===== src/logic/alarmTimePkg.sv =====
// clock-time types shared by the alarm trigger, the top level and the testbench
package alarmTimePkg;

   // minutes and seconds both fit in 7 bits (0..59)
   localparam int timeWidth = 7;

   typedef logic [timeWidth-1:0] timeField;

   // minute and second compared as one value
   typedef struct packed
   {
      timeField min;
      timeField sec;
   } clockTime;

endpackage


===== src/logic/scorePkg.sv =====
// score types, note half-periods and durations used by the ROM, sequencer and tone generator
package scorePkg;

   localparam int periodWidth   = 13;
   localparam int durationWidth = 4;
   localparam int indexWidth    = 5;

   typedef logic [periodWidth-1:0]   notePeriod;   // half-period in clocks
   typedef logic [durationWidth-1:0] noteDuration; // thirty-second units
   typedef logic [indexWidth-1:0]    scoreIndex;

   // period 0 marks a rest
   localparam notePeriod restCode = '0;

   localparam int scoreLength = 21;

   typedef struct packed
   {
      notePeriod   period;
      noteDuration duration;
   } scoreEntry;

   // half-periods at the real clock rate
   localparam notePeriod B1  = 13'd4049;
   localparam notePeriod C2  = 13'd3822;
   localparam notePeriod D2  = 13'd3405;
   localparam notePeriod F2  = 13'd2863;
   localparam notePeriod G2  = 13'd2551;
   localparam notePeriod GS2 = 13'd2407;
   localparam notePeriod A2  = 13'd2272;
   localparam notePeriod D3  = 13'd1702;

   localparam noteDuration thirtySecond = 4'd1;
   localparam noteDuration sixteenth    = 4'd2;
   localparam noteDuration eighth       = 4'd4;

   typedef enum logic
   {
      idle,
      playing
   } playerState;

endpackage


===== src/logic/alarmTrigger.sv =====
// matches the clock time against the alarm time and starts or stops the score player
`timescale 1ns/1ps

module alarmTrigger
(
   input  logic                  CLK,
   input  logic                  arstN,
   input  logic                  alarmActive,
   input  alarmTimePkg::timeField currentMin,
   input  alarmTimePkg::timeField currentSec,
   input  alarmTimePkg::timeField alarmMin,
   input  alarmTimePkg::timeField alarmSec,
   input  logic                  scoreDone,
   output logic                  startPulse,
   output logic                  stop
);

   alarmTimePkg::clockTime nowTime;
   alarmTimePkg::clockTime alarmTime;
   logic timesMatch;
   logic armed;
   logic busy;   // a score is running
   logic fire;

   assign nowTime   = '{min: currentMin, sec: currentSec};
   assign alarmTime = '{min: alarmMin, sec: alarmSec};
   assign timesMatch = (nowTime == alarmTime);

   assign stop = !alarmActive;
   assign fire = !stop && armed && !busy && timesMatch;

   always_ff @(posedge CLK or negedge arstN)
   begin
      if (!arstN)
      begin
         armed      <= 1'b0;
         busy       <= 1'b0;
         startPulse <= 1'b0;
      end
      else
      begin
         startPulse <= fire;
         // one start per match; re-arm once the times part or the alarm is off
         if (fire)
            armed <= 1'b0;
         else if (!timesMatch || stop)
            armed <= 1'b1;
         if (fire)
            busy <= 1'b1;
         else if (scoreDone || stop)
            busy <= 1'b0;
      end
   end

endmodule


===== src/logic/scoreRom.sv =====
// combinational table holding the first bar of the alarm melody
`timescale 1ns/1ps

module scoreRom
(
   input  scorePkg::scoreIndex index,
   output scorePkg::scoreEntry entry
);

   always_comb
   begin
      case (index)
         5'd0:
            entry = '{period: scorePkg::D2, duration: scorePkg::thirtySecond};
         5'd1:
            entry = '{period: scorePkg::restCode, duration: scorePkg::thirtySecond};
         5'd2:
            entry = '{period: scorePkg::D2, duration: scorePkg::thirtySecond};
         5'd3:
            entry = '{period: scorePkg::restCode, duration: scorePkg::thirtySecond};
         5'd4:
            entry = '{period: scorePkg::D3, duration: scorePkg::sixteenth};
         5'd5:
            entry = '{period: scorePkg::restCode, duration: scorePkg::sixteenth};
         5'd6:
            entry = '{period: scorePkg::A2, duration: scorePkg::sixteenth};
         5'd7:
            entry = '{period: scorePkg::restCode, duration: scorePkg::sixteenth};
         5'd8:
            entry = '{period: scorePkg::restCode, duration: scorePkg::sixteenth};
         5'd9:
            entry = '{period: scorePkg::GS2, duration: scorePkg::thirtySecond};
         5'd10:
            entry = '{period: scorePkg::restCode, duration: scorePkg::thirtySecond};
         5'd11:
            entry = '{period: scorePkg::restCode, duration: scorePkg::sixteenth};
         5'd12:
            entry = '{period: scorePkg::G2, duration: scorePkg::sixteenth};
         5'd13:
            entry = '{period: scorePkg::restCode, duration: scorePkg::sixteenth};
         5'd14:
            entry = '{period: scorePkg::F2, duration: scorePkg::eighth};
         5'd15:
            entry = '{period: scorePkg::D2, duration: scorePkg::thirtySecond};
         5'd16:
            entry = '{period: scorePkg::restCode, duration: scorePkg::thirtySecond};
         5'd17:
            entry = '{period: scorePkg::F2, duration: scorePkg::thirtySecond};
         5'd18:
            entry = '{period: scorePkg::restCode, duration: scorePkg::thirtySecond};
         5'd19:
            entry = '{period: scorePkg::G2, duration: scorePkg::thirtySecond};
         5'd20:
            entry = '{period: scorePkg::restCode, duration: scorePkg::thirtySecond};
         // past the end of the bar
         default:
            entry = '{period: scorePkg::restCode, duration: scorePkg::thirtySecond};
      endcase
   end

endmodule


===== src/logic/scoreSequencer.sv =====
// walks through the score and times each entry in units of durationUnit clocks
`timescale 1ns/1ps

module scoreSequencer
#(
   parameter int durationUnit = 62500
)
(
   input  logic                CLK,
   input  logic                arstN,
   input  logic                startPulse,
   input  logic                stop,
   output scorePkg::scoreIndex index,
   input  scorePkg::scoreEntry romEntry,
   output scorePkg::scoreEntry entry,
   output logic                playing,
   output logic                entryStart,
   output logic                scoreDone
);

   localparam int cntWidth = (durationUnit > 1) ? $clog2(durationUnit) : 1;
   localparam scorePkg::scoreIndex lastIndex = scorePkg::scoreIndex'(scorePkg::scoreLength - 1);

   scorePkg::playerState  state;
   logic [cntWidth-1:0]   cycleCnt;  // clocks within the current unit
   scorePkg::noteDuration unitCnt;   // units within the current entry
   logic unitDone;
   logic lastUnit;

   assign unitDone = (cycleCnt == cntWidth'(durationUnit - 1));
   assign lastUnit = (unitCnt == romEntry.duration - scorePkg::noteDuration'(1));

   // stop silences the tone without waiting for the edge
   assign playing = (state == scorePkg::playing) && !stop;
   assign entry   = romEntry;

   always_ff @(posedge CLK or negedge arstN)
   begin
      if (!arstN)
      begin
         state      <= scorePkg::idle;
         index      <= '0;
         cycleCnt   <= '0;
         unitCnt    <= '0;
         entryStart <= 1'b0;
         scoreDone  <= 1'b0;
      end
      else
      begin
         entryStart <= 1'b0;
         scoreDone  <= 1'b0;
         case (state)
            scorePkg::idle:
            begin
               if (startPulse && !stop)
               begin
                  state      <= scorePkg::playing;
                  index      <= '0;
                  cycleCnt   <= '0;
                  unitCnt    <= '0;
                  entryStart <= 1'b1;
               end
            end
            scorePkg::playing:
            begin
               if (stop)
                  state <= scorePkg::idle;   // cancelled, no scoreDone
               else if (!unitDone)
                  cycleCnt <= cycleCnt + cntWidth'(1);
               else
               begin
                  cycleCnt <= '0;
                  if (!lastUnit)
                     unitCnt <= unitCnt + scorePkg::noteDuration'(1);
                  else
                  begin
                     unitCnt <= '0;
                     if (index == lastIndex)
                     begin
                        state     <= scorePkg::idle;
                        scoreDone <= 1'b1;
                     end
                     else
                     begin
                        index      <= index + scorePkg::scoreIndex'(1);
                        entryStart <= 1'b1;
                     end
                  end
               end
            end
            default:
               state <= scorePkg::idle;
         endcase
      end
   end

endmodule


===== src/logic/toneGenerator.sv =====
// square-wave generator for the piezo, driven by the current score entry
`timescale 1ns/1ps

module toneGenerator
#(
   parameter int periodShift = 0
)
(
   input  logic                CLK,
   input  logic                arstN,
   input  scorePkg::scoreEntry entry,
   input  logic                playing,
   input  logic                entryStart,
   output logic                piezo
);

   scorePkg::notePeriod halfPeriod;
   scorePkg::notePeriod toneCnt;
   logic silent;

   assign halfPeriod = entry.period >> periodShift;   // scaled for fast sim tempo
   assign silent     = !playing || (entry.period == scorePkg::restCode);

   always_ff @(posedge CLK or negedge arstN)
   begin
      if (!arstN)
      begin
         piezo   <= 1'b0;
         toneCnt <= '0;
      end
      else if (silent || entryStart)
      begin
         // each entry starts from a low output
         piezo   <= 1'b0;
         toneCnt <= '0;
      end
      else if (toneCnt == halfPeriod)
      begin
         piezo   <= ~piezo;
         toneCnt <= '0;
      end
      else
         toneCnt <= toneCnt + scorePkg::notePeriod'(1);
   end

endmodule


===== src/logic/alarmPiezo.sv =====
// alarm tone player top level; plays the melody on PIEZO when the alarm time is reached
`timescale 1ns/1ps

module alarmPiezo
#(
   parameter int durationUnit = 62500,   // clocks per thirty-second note
   parameter int periodShift  = 0
)
(
   input  logic                   CLK,
   input  logic                   arstN,
   input  logic                   alarmActive,
   input  alarmTimePkg::timeField currentMin,
   input  alarmTimePkg::timeField currentSec,
   input  alarmTimePkg::timeField alarmMin,
   input  alarmTimePkg::timeField alarmSec,
   output logic                   PIEZO
);

   logic startPulse;
   logic stop;
   logic scoreDone;
   logic playing;
   logic entryStart;
   scorePkg::scoreIndex index;
   scorePkg::scoreEntry romEntry;
   scorePkg::scoreEntry entry;

   alarmTrigger trigger0
   (
      .CLK         (CLK),
      .arstN       (arstN),
      .alarmActive (alarmActive),
      .currentMin  (currentMin),
      .currentSec  (currentSec),
      .alarmMin    (alarmMin),
      .alarmSec    (alarmSec),
      .scoreDone   (scoreDone),
      .startPulse  (startPulse),
      .stop        (stop)
   );

   scoreSequencer #(.durationUnit(durationUnit)) sequencer0
   (
      .CLK        (CLK),
      .arstN      (arstN),
      .startPulse (startPulse),
      .stop       (stop),
      .index      (index),
      .romEntry   (romEntry),
      .entry      (entry),
      .playing    (playing),
      .entryStart (entryStart),
      .scoreDone  (scoreDone)
   );

   scoreRom rom0
   (
      .index (index),
      .entry (romEntry)
   );

   toneGenerator #(.periodShift(periodShift)) tone0
   (
      .CLK        (CLK),
      .arstN      (arstN),
      .entry      (entry),
      .playing    (playing),
      .entryStart (entryStart),
      .piezo      (PIEZO)
   );

endmodule


===== config.mk =====
export PLATFORM = sky130hd
export DESIGN_NAME = alarmPiezo
export DESIGN_NICKNAME = d
export VERILOG_FILES = /design/src/logic/alarmTimePkg.sv /design/src/logic/scorePkg.sv /design/src/logic/alarmTrigger.sv /design/src/logic/scoreRom.sv /design/src/logic/scoreSequencer.sv /design/src/logic/toneGenerator.sv /design/src/logic/alarmPiezo.sv
export SDC_FILE = /design/constraint.sdc
export NUM_CORES = 1
export LEC_CHECK = 0
export BUFFER_PORTS_ARGS = -buffer_cell sky130_fd_sc_hd__buf_2
export CORE_MARGIN = 2
export CORE_UTILIZATION = 54
export DETAILED_ROUTE_END_ITERATION = 10
export PLACE_DENSITY = 0.77
export SYNTH_ARGS = -nofsm -noshare
export SYNTH_HDL_FRONTEND = slang
export SYNTH_SLANG_ARGS = --single-unit

===== constraint.sdc =====
create_clock -name CLK -period 2.7 [get_ports CLK]
set_input_delay 0.135 -clock CLK [delete_from_list [all_inputs] [get_ports CLK]]
set_output_delay 0.135 -clock CLK [all_outputs]
set_load 0.01 [all_outputs]

**Word level (Yosys, flattened, before mapping)**

Memory sizes are Yosys's and may differ from the RTL's.
Cells that the tools add are included.
W data, S select, Z words.

- Register bits: 45
- Bits in latches: 0
- Bits in writable memories: 0
- Bits in read-only memories: 480
- Output and inout bits: 1
- Logic and storage cells: 87
- Memories kept: 1

Memories:

| memory | words | width | rd ports | clocked after Yosys merged registers in | write ports | line | RTL |
|---|---|---|---|---|---|---|---|
| (no name shown) | 32 | 15 | 1 | 0 | 0 | scoreRom.sv:12 | `case (index)` |

- Add/sub/neg operators: 5
- Multipliers: 0
- Div/mod/pow operators: 0
- Order comparisons: 0
- Eq/ne operators: 10
- Shifts and indexed selects: 0
- Mux-type cells: 38
- Bitwise logic cells: 2
- Reductions and logical operators: 20

Operator list:

| operator | count |
|---|---|
| $mux W16 | 3 |
| $pmux W16 S2 | 1 |
| $mux W13 | 2 |
| $mux W5 | 5 |
| $mux W1 | 19 |
| $add A16 B1 Y16 const B | 1 |
| $eq A16 B16 Y1 const B | 1 |
| $mux W4 | 4 |
| $eq A14 B14 Y1 | 1 |
| $add A13 B1 Y13 const B | 1 |
| $eq A13 B13 Y1 | 1 |
| $logic_not A13 Y1 | 1 |
| $pmux W5 S2 | 1 |
| $ne A2 B2 Y1 const B | 4 |
| $pmux W4 S2 | 1 |
| $reduce_bool A2 Y1 | 3 |
| $add A5 B1 Y5 const B | 1 |
| $eq A5 B5 Y1 const B | 1 |
| $logic_and A1 B1 Y1 | 5 |
| $reduce_and A5 Y1 | 1 |
| $add A4 B1 Y4 const B | 1 |
| $eq A4 B4 Y1 | 1 |
| $logic_not A1 Y1 | 4 |
| $logic_or A1 B1 Y1 | 4 |
| other kinds (6) | 8 |

**Logic depth before layout (Yosys ltp)**

Gate-level depths: netlist (run 1).
An unclocked memory read counts as a cell.

- Word-level depth: 7
- Gate-level depth with buffers: 14
- Depth with buffers taken out: 12

**By module**

A second synthesis (run 1) with hierarchy kept.

- Cells, all modules: 373
- Area total of the unflattened synthesis: 3343.2 um^2

Modules (own cells, without submodules):

| module | instances | cells each | area each (um^2) | sequential area each (um^2) |
|---|---|---|---|---|
| scoreSequencer | 1 | 196 | 1798.0 | 700.7 |
| toneGenerator | 1 | 85 | 812.0 | 350.3 |
| scoreRom | 1 | 62 | 426.7 | 0.0 |
| alarmTrigger | 1 | 30 | 306.5 | 75.1 |

**Worst setup path after synthesis (run 1)**

OpenSTA, ideal clock, no wires.

- Path kind: reg-to-reg
- From: reg sequencer0.index[0]
- To: reg sequencer0.index[4]
- Library setup time: 124 ps
- Arrival: 2595 ps
- Path slack: -19 ps
- Cell stages (with the launch flop): 14
- Buffers on the path: 1
- Path through: dfrtp_1 > buf_2 > inv_1 > ha_1 > nor3b_1 > o21ai_0 > ha_1 > xnor2_1 > xnor2_1 > nand2_1 > a2111oi_4 > nand4_1 > xnor2_1 > nor2_1

- Cells in the longest elaborated chain, start to end: 6
- Elaborated cells on any way between the ends: 13
- Those cells by class: add/sub: 2; eq/ne: 4; mux: 5; reduce/logical: 1; memory: 1

RTL lines:

| what | line | RTL |
|---|---|---|
| from (decl) | scoreSequencer.sv:13 | `output scorePkg::scoreIndex index,` |
| from (signal assigned) | scoreSequencer.sv:85 | `index <= index + scorePkg::scoreIndex'(1);` |
| parallel branches: the longest is 6 deep, another holds $mem_v2 Z32 W15 | n/a |  |

Parallel ways; which one is timed is not known. The select of a mux whose other input is x is not followed.
A chain may end at the register's enable or synchronous reset.

**Final worst setup path (run 1)**

- From: reg sequencer0.index[1]
- To: reg sequencer0.index[3]

Same word-level chain as after synthesis.

==> results_dict.tcl, run 1 <==
set metrics [dict create \
    crit-reg2reg-launch "sequencer0.index[1]" \
    path_buf_inv 2 \
    fin_area_mm2 0.00352 \
    syn_area_mm2 0.00306 \
    crit_type "reg2reg" \
    crit_path_frequent_cell "buf_4" \
    ys_async_sr_fraction 1.00 \
    port_buffers 31 \
    grt_pass1_wl_um 11200 \
    chipHeight_um 79.2 \
    hold_ws_ns -0.00738 \
    boundaryPins 32 \
    startpoint "sequencer0.index[1]" \
    met3_usage 0.0386 \
    drv_cap 0 \
    root_buffer "clkbuf_8" \
    top_usage_layer "met2" \
    final_antenna_net_count 0 \
    clock-sinks 45 \
    cp.required_ns 2.93 \
    track_usage 0.224 \
    crit_family "compound AO/OA/AOI/OAI gates" \
    fmax_mhz 384 \
    peakVddDrop_mv 0.316 \
    status "finished with violations" \
    wl_per_cell_um 14.6 \
    netlist_instances 344 \
    htree_levels 2 \
    worstHoldPathType "in2async" \
    final_nets 425 \
    synth_edf_count 0 \
    synth_seq_cells 45 \
    grt_pass1_vias 2432 \
    insertion_delay_ns 0.30 \
    num_antenna_cells 0 \
    antenna_found_initial 0 \
    post-route-period-util 0.965 \
    cp_max_fo 7 \
    vias 2602 \
    hold_viol_final 10 \
    crit_path_end_kind "register" \
    finalSetupViolCount 0 \
    area_growth_pct 15.2 \
    drt-vias-per-instance 5.72 \
    cp_cell_sequence "buf_4 > ha_1 > a21boi_2 > o21a_1 > ha_2 > xnor2_2 > xnor2_1 > nand2_1 > a2111oi_4 > buf_4 > nand4_1 > xor2_1 > nor2_1" \
    grt_max_degree 46 \
    place_area_mm2 0.00335 \
    dp_cells 444 \
    violations "negative hold slack" \
    ctsHoldBuffers 0 \
    p_leak_uw 0.00157 \
    synth_fp_nets 386 \
    maxSlewHeadroom 0.342 \
    cts.clk_slew.worst_paths_ns 0.09 \
    fin_crit_ns 2.61 \
    synth_seq_area_share 0.369 \
    drc 0 \
    tightest_slew_ns 0.987 \
    place.gp.congestion 0.898 \
    critPathMaxStageDelay_ns 0.39 \
    powerDensity_mw_per_mm2 350 \
    grt.met1_usage 0.308 \
    grt.overflow.total 0 \
    yosysTopAreaCell "dfrtp_1" \
    fin_skew_ns 0.0102 \
    cp.arrival_ns 2.84 \
    ys_warn_count 0 \
    yosys.cell_count.top_type "dfrtp_1" \
    n_fill_cell 470 \
    std_cell_rows 27 \
    drive_gt1_frac 0.180 \
    use_met2 0.354 \
    numCtsBuffers 5 \
    die_x_um 79.2 \
    ys_types 63 \
    synth_common_cells "dfrtp_1 (45), nor2_1 (39), nand2_1 (32)" \
    stdcell_count 455 \
    drv_slew 0 \
    yosysTopAreaCellShare 0.369 \
    syn_area_per_cell_um2 8.88 \
    ys_top_cells_by_area "dfrtp_1 (37%), xnor2_1 (6.9%), xor2_1 (6.9%)" \
    rsz0062_at_grt "true" \
    slowest_stage "dfrtp_1" \
    synth_flop_cell "dfrtp_1" \
    core_region_area_mm2 0.00547 \
    drtIter0Drc 191 \
    fin_tns_setup_ns 0 \
    cp-start-kind "register" \
    dp_hpwl_um 4860 \
    die_area_mm2 0.00628 \
    clk_path_buf_depth 2 \
    dr.pass1.iters 4 \
    cts_tree "done" \
    initial_utilization 0.558 \
    drt_wl_total_um 6640 \
]
## placed cells by master, fill, tap and decap left out, types with 4 or more instances in the layout
cell type	netlist	layout
xor2_1	24	24
xnor2_1	24	23
o21ai_1	2	4
nand3_1	16	16
nor2b_1	7	7
o21a_1	4	4
clkbuf_8	0	5
ha_1	11	8
nor3_1	5	5
o21ai_0	16	14
nand2b_1	4	4
nor4_1	4	4
and3_1	9	9
inv_1	10	8
buf_2	5	31
buf_4	1	11
a21oi_1	7	7
nor2_1	39	39
nand4_1	11	11
nand2_1	32	32
dfrtp_1	45	45
## metal layers
metal	part of all wire	wire, um
met1	0.45	2970
met2	0.50	3310
met5	0	0
met3	0.034	223
met4	0.019	126
## through the flow
step           setup slack (ns)  total power (uW)  utilization
2_1_floorplan           0.00723               709            -
3_3_place_gp             0.0923               749        0.612
3_5_place_dp            -0.0356               750        0.612
4_1_cts                 0.00274              1240        0.635
5_1_grt                 -0.0983              1280        0.643
6_report                 0.0947              1230        0.643
## worst paths after layout
check                                         end  slack (ns)  depth (start not counted)
min reg2reg                         trigger0.busy        0.45                          1
max reg2reg                   sequencer0.index[3]        0.09                         13
min                        sequencer0.cycleCnt[6]      -0.007                          1
max                           sequencer0.index[3]        0.09                         13
min in group CLK                    trigger0.busy        0.15                          3
max in group asynchronous  sequencer0.cycleCnt[5]        2.09                          1
## worst reg2reg max path, cell delays in order (launching register included)
cell and delay, ns:
dfrtp_1 0.39, buf_4 0.16, ha_1 0.24, a21boi_2 0.17
o21a_1 0.19, ha_2 0.21, xnor2_2 0.12, xnor2_1 0.14
nand2_1 0.13, a2111oi_4 0.20, buf_4 0.20, nand4_1 0.12
xor2_1 0.17, nor2_1 0.10
## registers in the layout, summed over array words and instances, names as in the netlist
register,count
sequencer0.cycleCnt,16
tone0.toneCnt,13
sequencer0.index,5
sequencer0.unitCnt,4
sequencer0.entryStart,1
sequencer0.scoreDone,1
sequencer0.state,1
tone0.piezo,1
trigger0.armed,1
trigger0.busy,1
trigger0.startPulse,1
## kinds of logic after synthesis
| group | synth area share |
|---|---|
| and+or+nand+nor | 0.261 |
| AOI/OAI and AO/OA | 0.143 |
| xor gates and xnor gates | 0.138 |
| DFF | 0.369 |
| buffers and inverters | 0.0352 |
| adders and majority gates | 0.0450 |
| muxes | 0.00983 |
## area by class of cell
type	count	area (um2)	share of cell area
multi-input combinational	275	1860	0.529
sequential	45	1130	0.320
timing repair buffer	45	298	0.0846
tap	72	90.1	0.0256
clock buffer	5	68.8	0.0195
inverter	11	41.3	0.0117
clock inverter	2	35.0	0.00995
## what timing repair did
action	4_1_cts	5_1_grt
endpoints found under the setup margin	2	20
buffers inserted	0	4
resized for setup	3	7
pin swaps	0	11
hold endpoints to repair	0	0
## report_power, final
part / switching (uW) / internal (uW) / total (uW) / leakage [uW]
Clock: 226 / 269 / 495 / 0.0000540
Combinational: 30.9 / 31.3 / 62.2 / 0.000907
Sequential: 0.250 / 673 / 674 / 0.000608
Total: 257 / 974 / 1230 / 0.00157
Note: power is estimated with default switching activity, not from simulation.
==> run 2, diff against run 1 <==
Settings changed: SYNTH_HIERARCHICAL set to 1.
==> results_dict.tcl, run 2 <==
set metrics [dict create \
    grt_pass1_vias 2664 \
    slowest_stage "or4b_4" \
    std_cell_rows 28 \
    grt_max_degree 46 \
    critPathMaxStageDelay_ns 0.54 \
    worstHoldPathType "in2async" \
    fin_tns_setup_ns 0 \
    place.gp.congestion 0.889 \
    ctsHoldBuffers 0 \
    top_register "sequencer0/cycleCnt" \
    vias 2785 \
    cp_cell_sequence "inv_2 > ha_4 > nor3b_4 > a21oi_2 > nor2_2 > buf_4 > buf_4 > nor3_1 > xnor2_1 > nand4_4 > or4b_4 > a21oi_2" \
    area_growth_pct 16.3 \
    final_nets 445 \
    grt.overflow.total 0 \
    switchingPower_uw 269 \
    drive_gt1_frac 0.277 \
    violations "negative hold slack" \
    die_x_um 82.3 \
    core_region_area_mm2 0.00592 \
    rsz0062_at_grt "true" \
    maxSlewHeadroom 0.327 \
    initial_utilization 0.560 \
    p_leak_uw 0.00167 \
    boundaryPins 32 \
    layout_common_cells "dfrtp_1 (43), buf_2 (31), xor2_1 (31), nand2_1 (29), o21ai_0 (27)" \
    n_fill_cell 473 \
    final_antenna_net_count 0 \
    powerDensity_mw_per_mm2 347 \
    drv_cap 0 \
    fin_skew_ns 0.00771 \
    cts_tree "done" \
    p_clk_frac 0.447 \
    drt_wl_total_um 6750 \
    fmax_mhz 375 \
    syn_area_mm2 0.00331 \
    crit_type "reg2reg" \
    track_usage 0.217 \
    die_area_mm2 0.00678 \
    netlist_instances 369 \
    p_seq_frac 0.503 \
    cts.clk_slew.worst_paths_ns 0.09 \
    antenna_found_initial 0 \
    port_buffers 31 \
    drc 0 \
    cp.required_ns 2.94 \
    clock-sinks 45 \
    peakVddDrop_mv 0.280 \
    swShare 0.201 \
    cp_max_fo 3 \
    clk_path_buf_depth 2 \
    ys_warn_count 6 \
    grt_pass1_wl_um 11500 \
    reg_top3 "sequencer0/cycleCnt: 16 flops, tone0/toneCnt: 13 flops, sequencer0/index: 5 flops" \
    htree_levels 2 \
    hold_viol_final 3 \
    path_buf_inv 3 \
    drtIter0Drc 152 \
    dp_hpwl_um 4750 \
    num_antenna_cells 0 \
    hold_ws_ns -0.00601 \
    syn_area_per_cell_um2 8.98 \
    post-route-period-util 0.988 \
    numCtsBuffers 5 \
    cp.arrival_ns 2.91 \
    crit_family "simple AND/OR/NAND/NOR gates" \
    dr.pass1.iters 4 \
    fin_crit_ns 2.67 \
    finalSetupViolCount 0 \
    final_common_cell "dfrtp_1" \
    status "finished with violations" \
    cp-start-kind "register" \
    combinationalPowerShare 0.050 \
    drv_slew 0 \
    crit_path_end_kind "register" \
    p_int_uw 1070 \
    root_buffer "clkbuf_8" \
    wl_per_cell_um 14.1 \
    chipHeight_um 82.3 \
    insertion_delay_ns 0.30 \
    largest_reg_flops 16 \
    drt-vias-per-instance 5.81 \
    tightest_slew_ns 1.01 \
]
-- run 2: per-layer routing --
metal	global-route usage	vias up	share of wire
met4	0.0800	0	0.016
li1	-	1361	-
met3	0.0359	14	0.033
met5	0	-	0
met2	0.377	61	0.52
met1	0.269	1349	0.43
-- run 2: final timing paths --
path                                      endpoint               startpoint  slack, ns  cells past startpoint
max                            sequencer0/index[3]      sequencer0/index[0]       0.03                     12
min                               tone0/toneCnt[5]                    arstN     -0.006                      1
max reg2reg                    sequencer0/index[3]      sequencer0/index[0]       0.03                     12
min reg2reg                sequencer0/cycleCnt[15]  sequencer0/cycleCnt[15]       0.48                      1
max in group asynchronous      sequencer0/index[0]                    arstN       2.03                      1
min in group CLK                     trigger0/busy              alarmActive       0.12                      3
-- run 2: final cells by class --
type | count | area, um2 | share of cell area
clock inverter | 3 | 65.1 | 0.0169
inverter | 16 | 60.1 | 0.0156
tap | 75 | 93.8 | 0.0244
clock buffer | 5 | 68.8 | 0.0179
sequential | 45 | 1130 | 0.293
multi-input combinational | 283 | 2090 | 0.543
timing repair buffer | 52 | 347 | 0.0899
-- run 2: what timing repair did --
item                       CTS  global route
pin swaps                    4            16
setup endpoints to repair    1            25
hold endpoints to repair     0             0
cloned                       0             1
resized for setup            1            30
buffers inserted             2             5
-- run 2: metrics by stage --
step / power (uW) / setup WS (ns) / utilization / area, um2 / instances
after global placement: 753 / 0.0851 / 0.595 / 3520 / 463
after floorplan: 717 / 0.00299 / - / 3340 / 370
after CTS: 1360 / 0.000244 / 0.620 / 3670 / 473
final: 1340 / 0.0313 / 0.651 / 3850 / 479
after detailed placement: 755 / -0.00536 / 0.595 / 3520 / 463
after global routing: 1400 / -0.108 / 0.651 / 3850 / 479
-- run 2: power by group through the flow --
| stage | logic, uW | registers, uW | clock network (uW) |
|---|---|---|---|
| after global placement | 66.5 | 687 | 0 |
| after CTS | 68.3 | 674 | 617 |
| after floorplan | 29.7 | 687 | 0 |
| final | 66.5 | 673 | 599 |
| after detailed placement | 68.2 | 687 | 0 |
| after global routing | 75.4 | 674 | 651 |
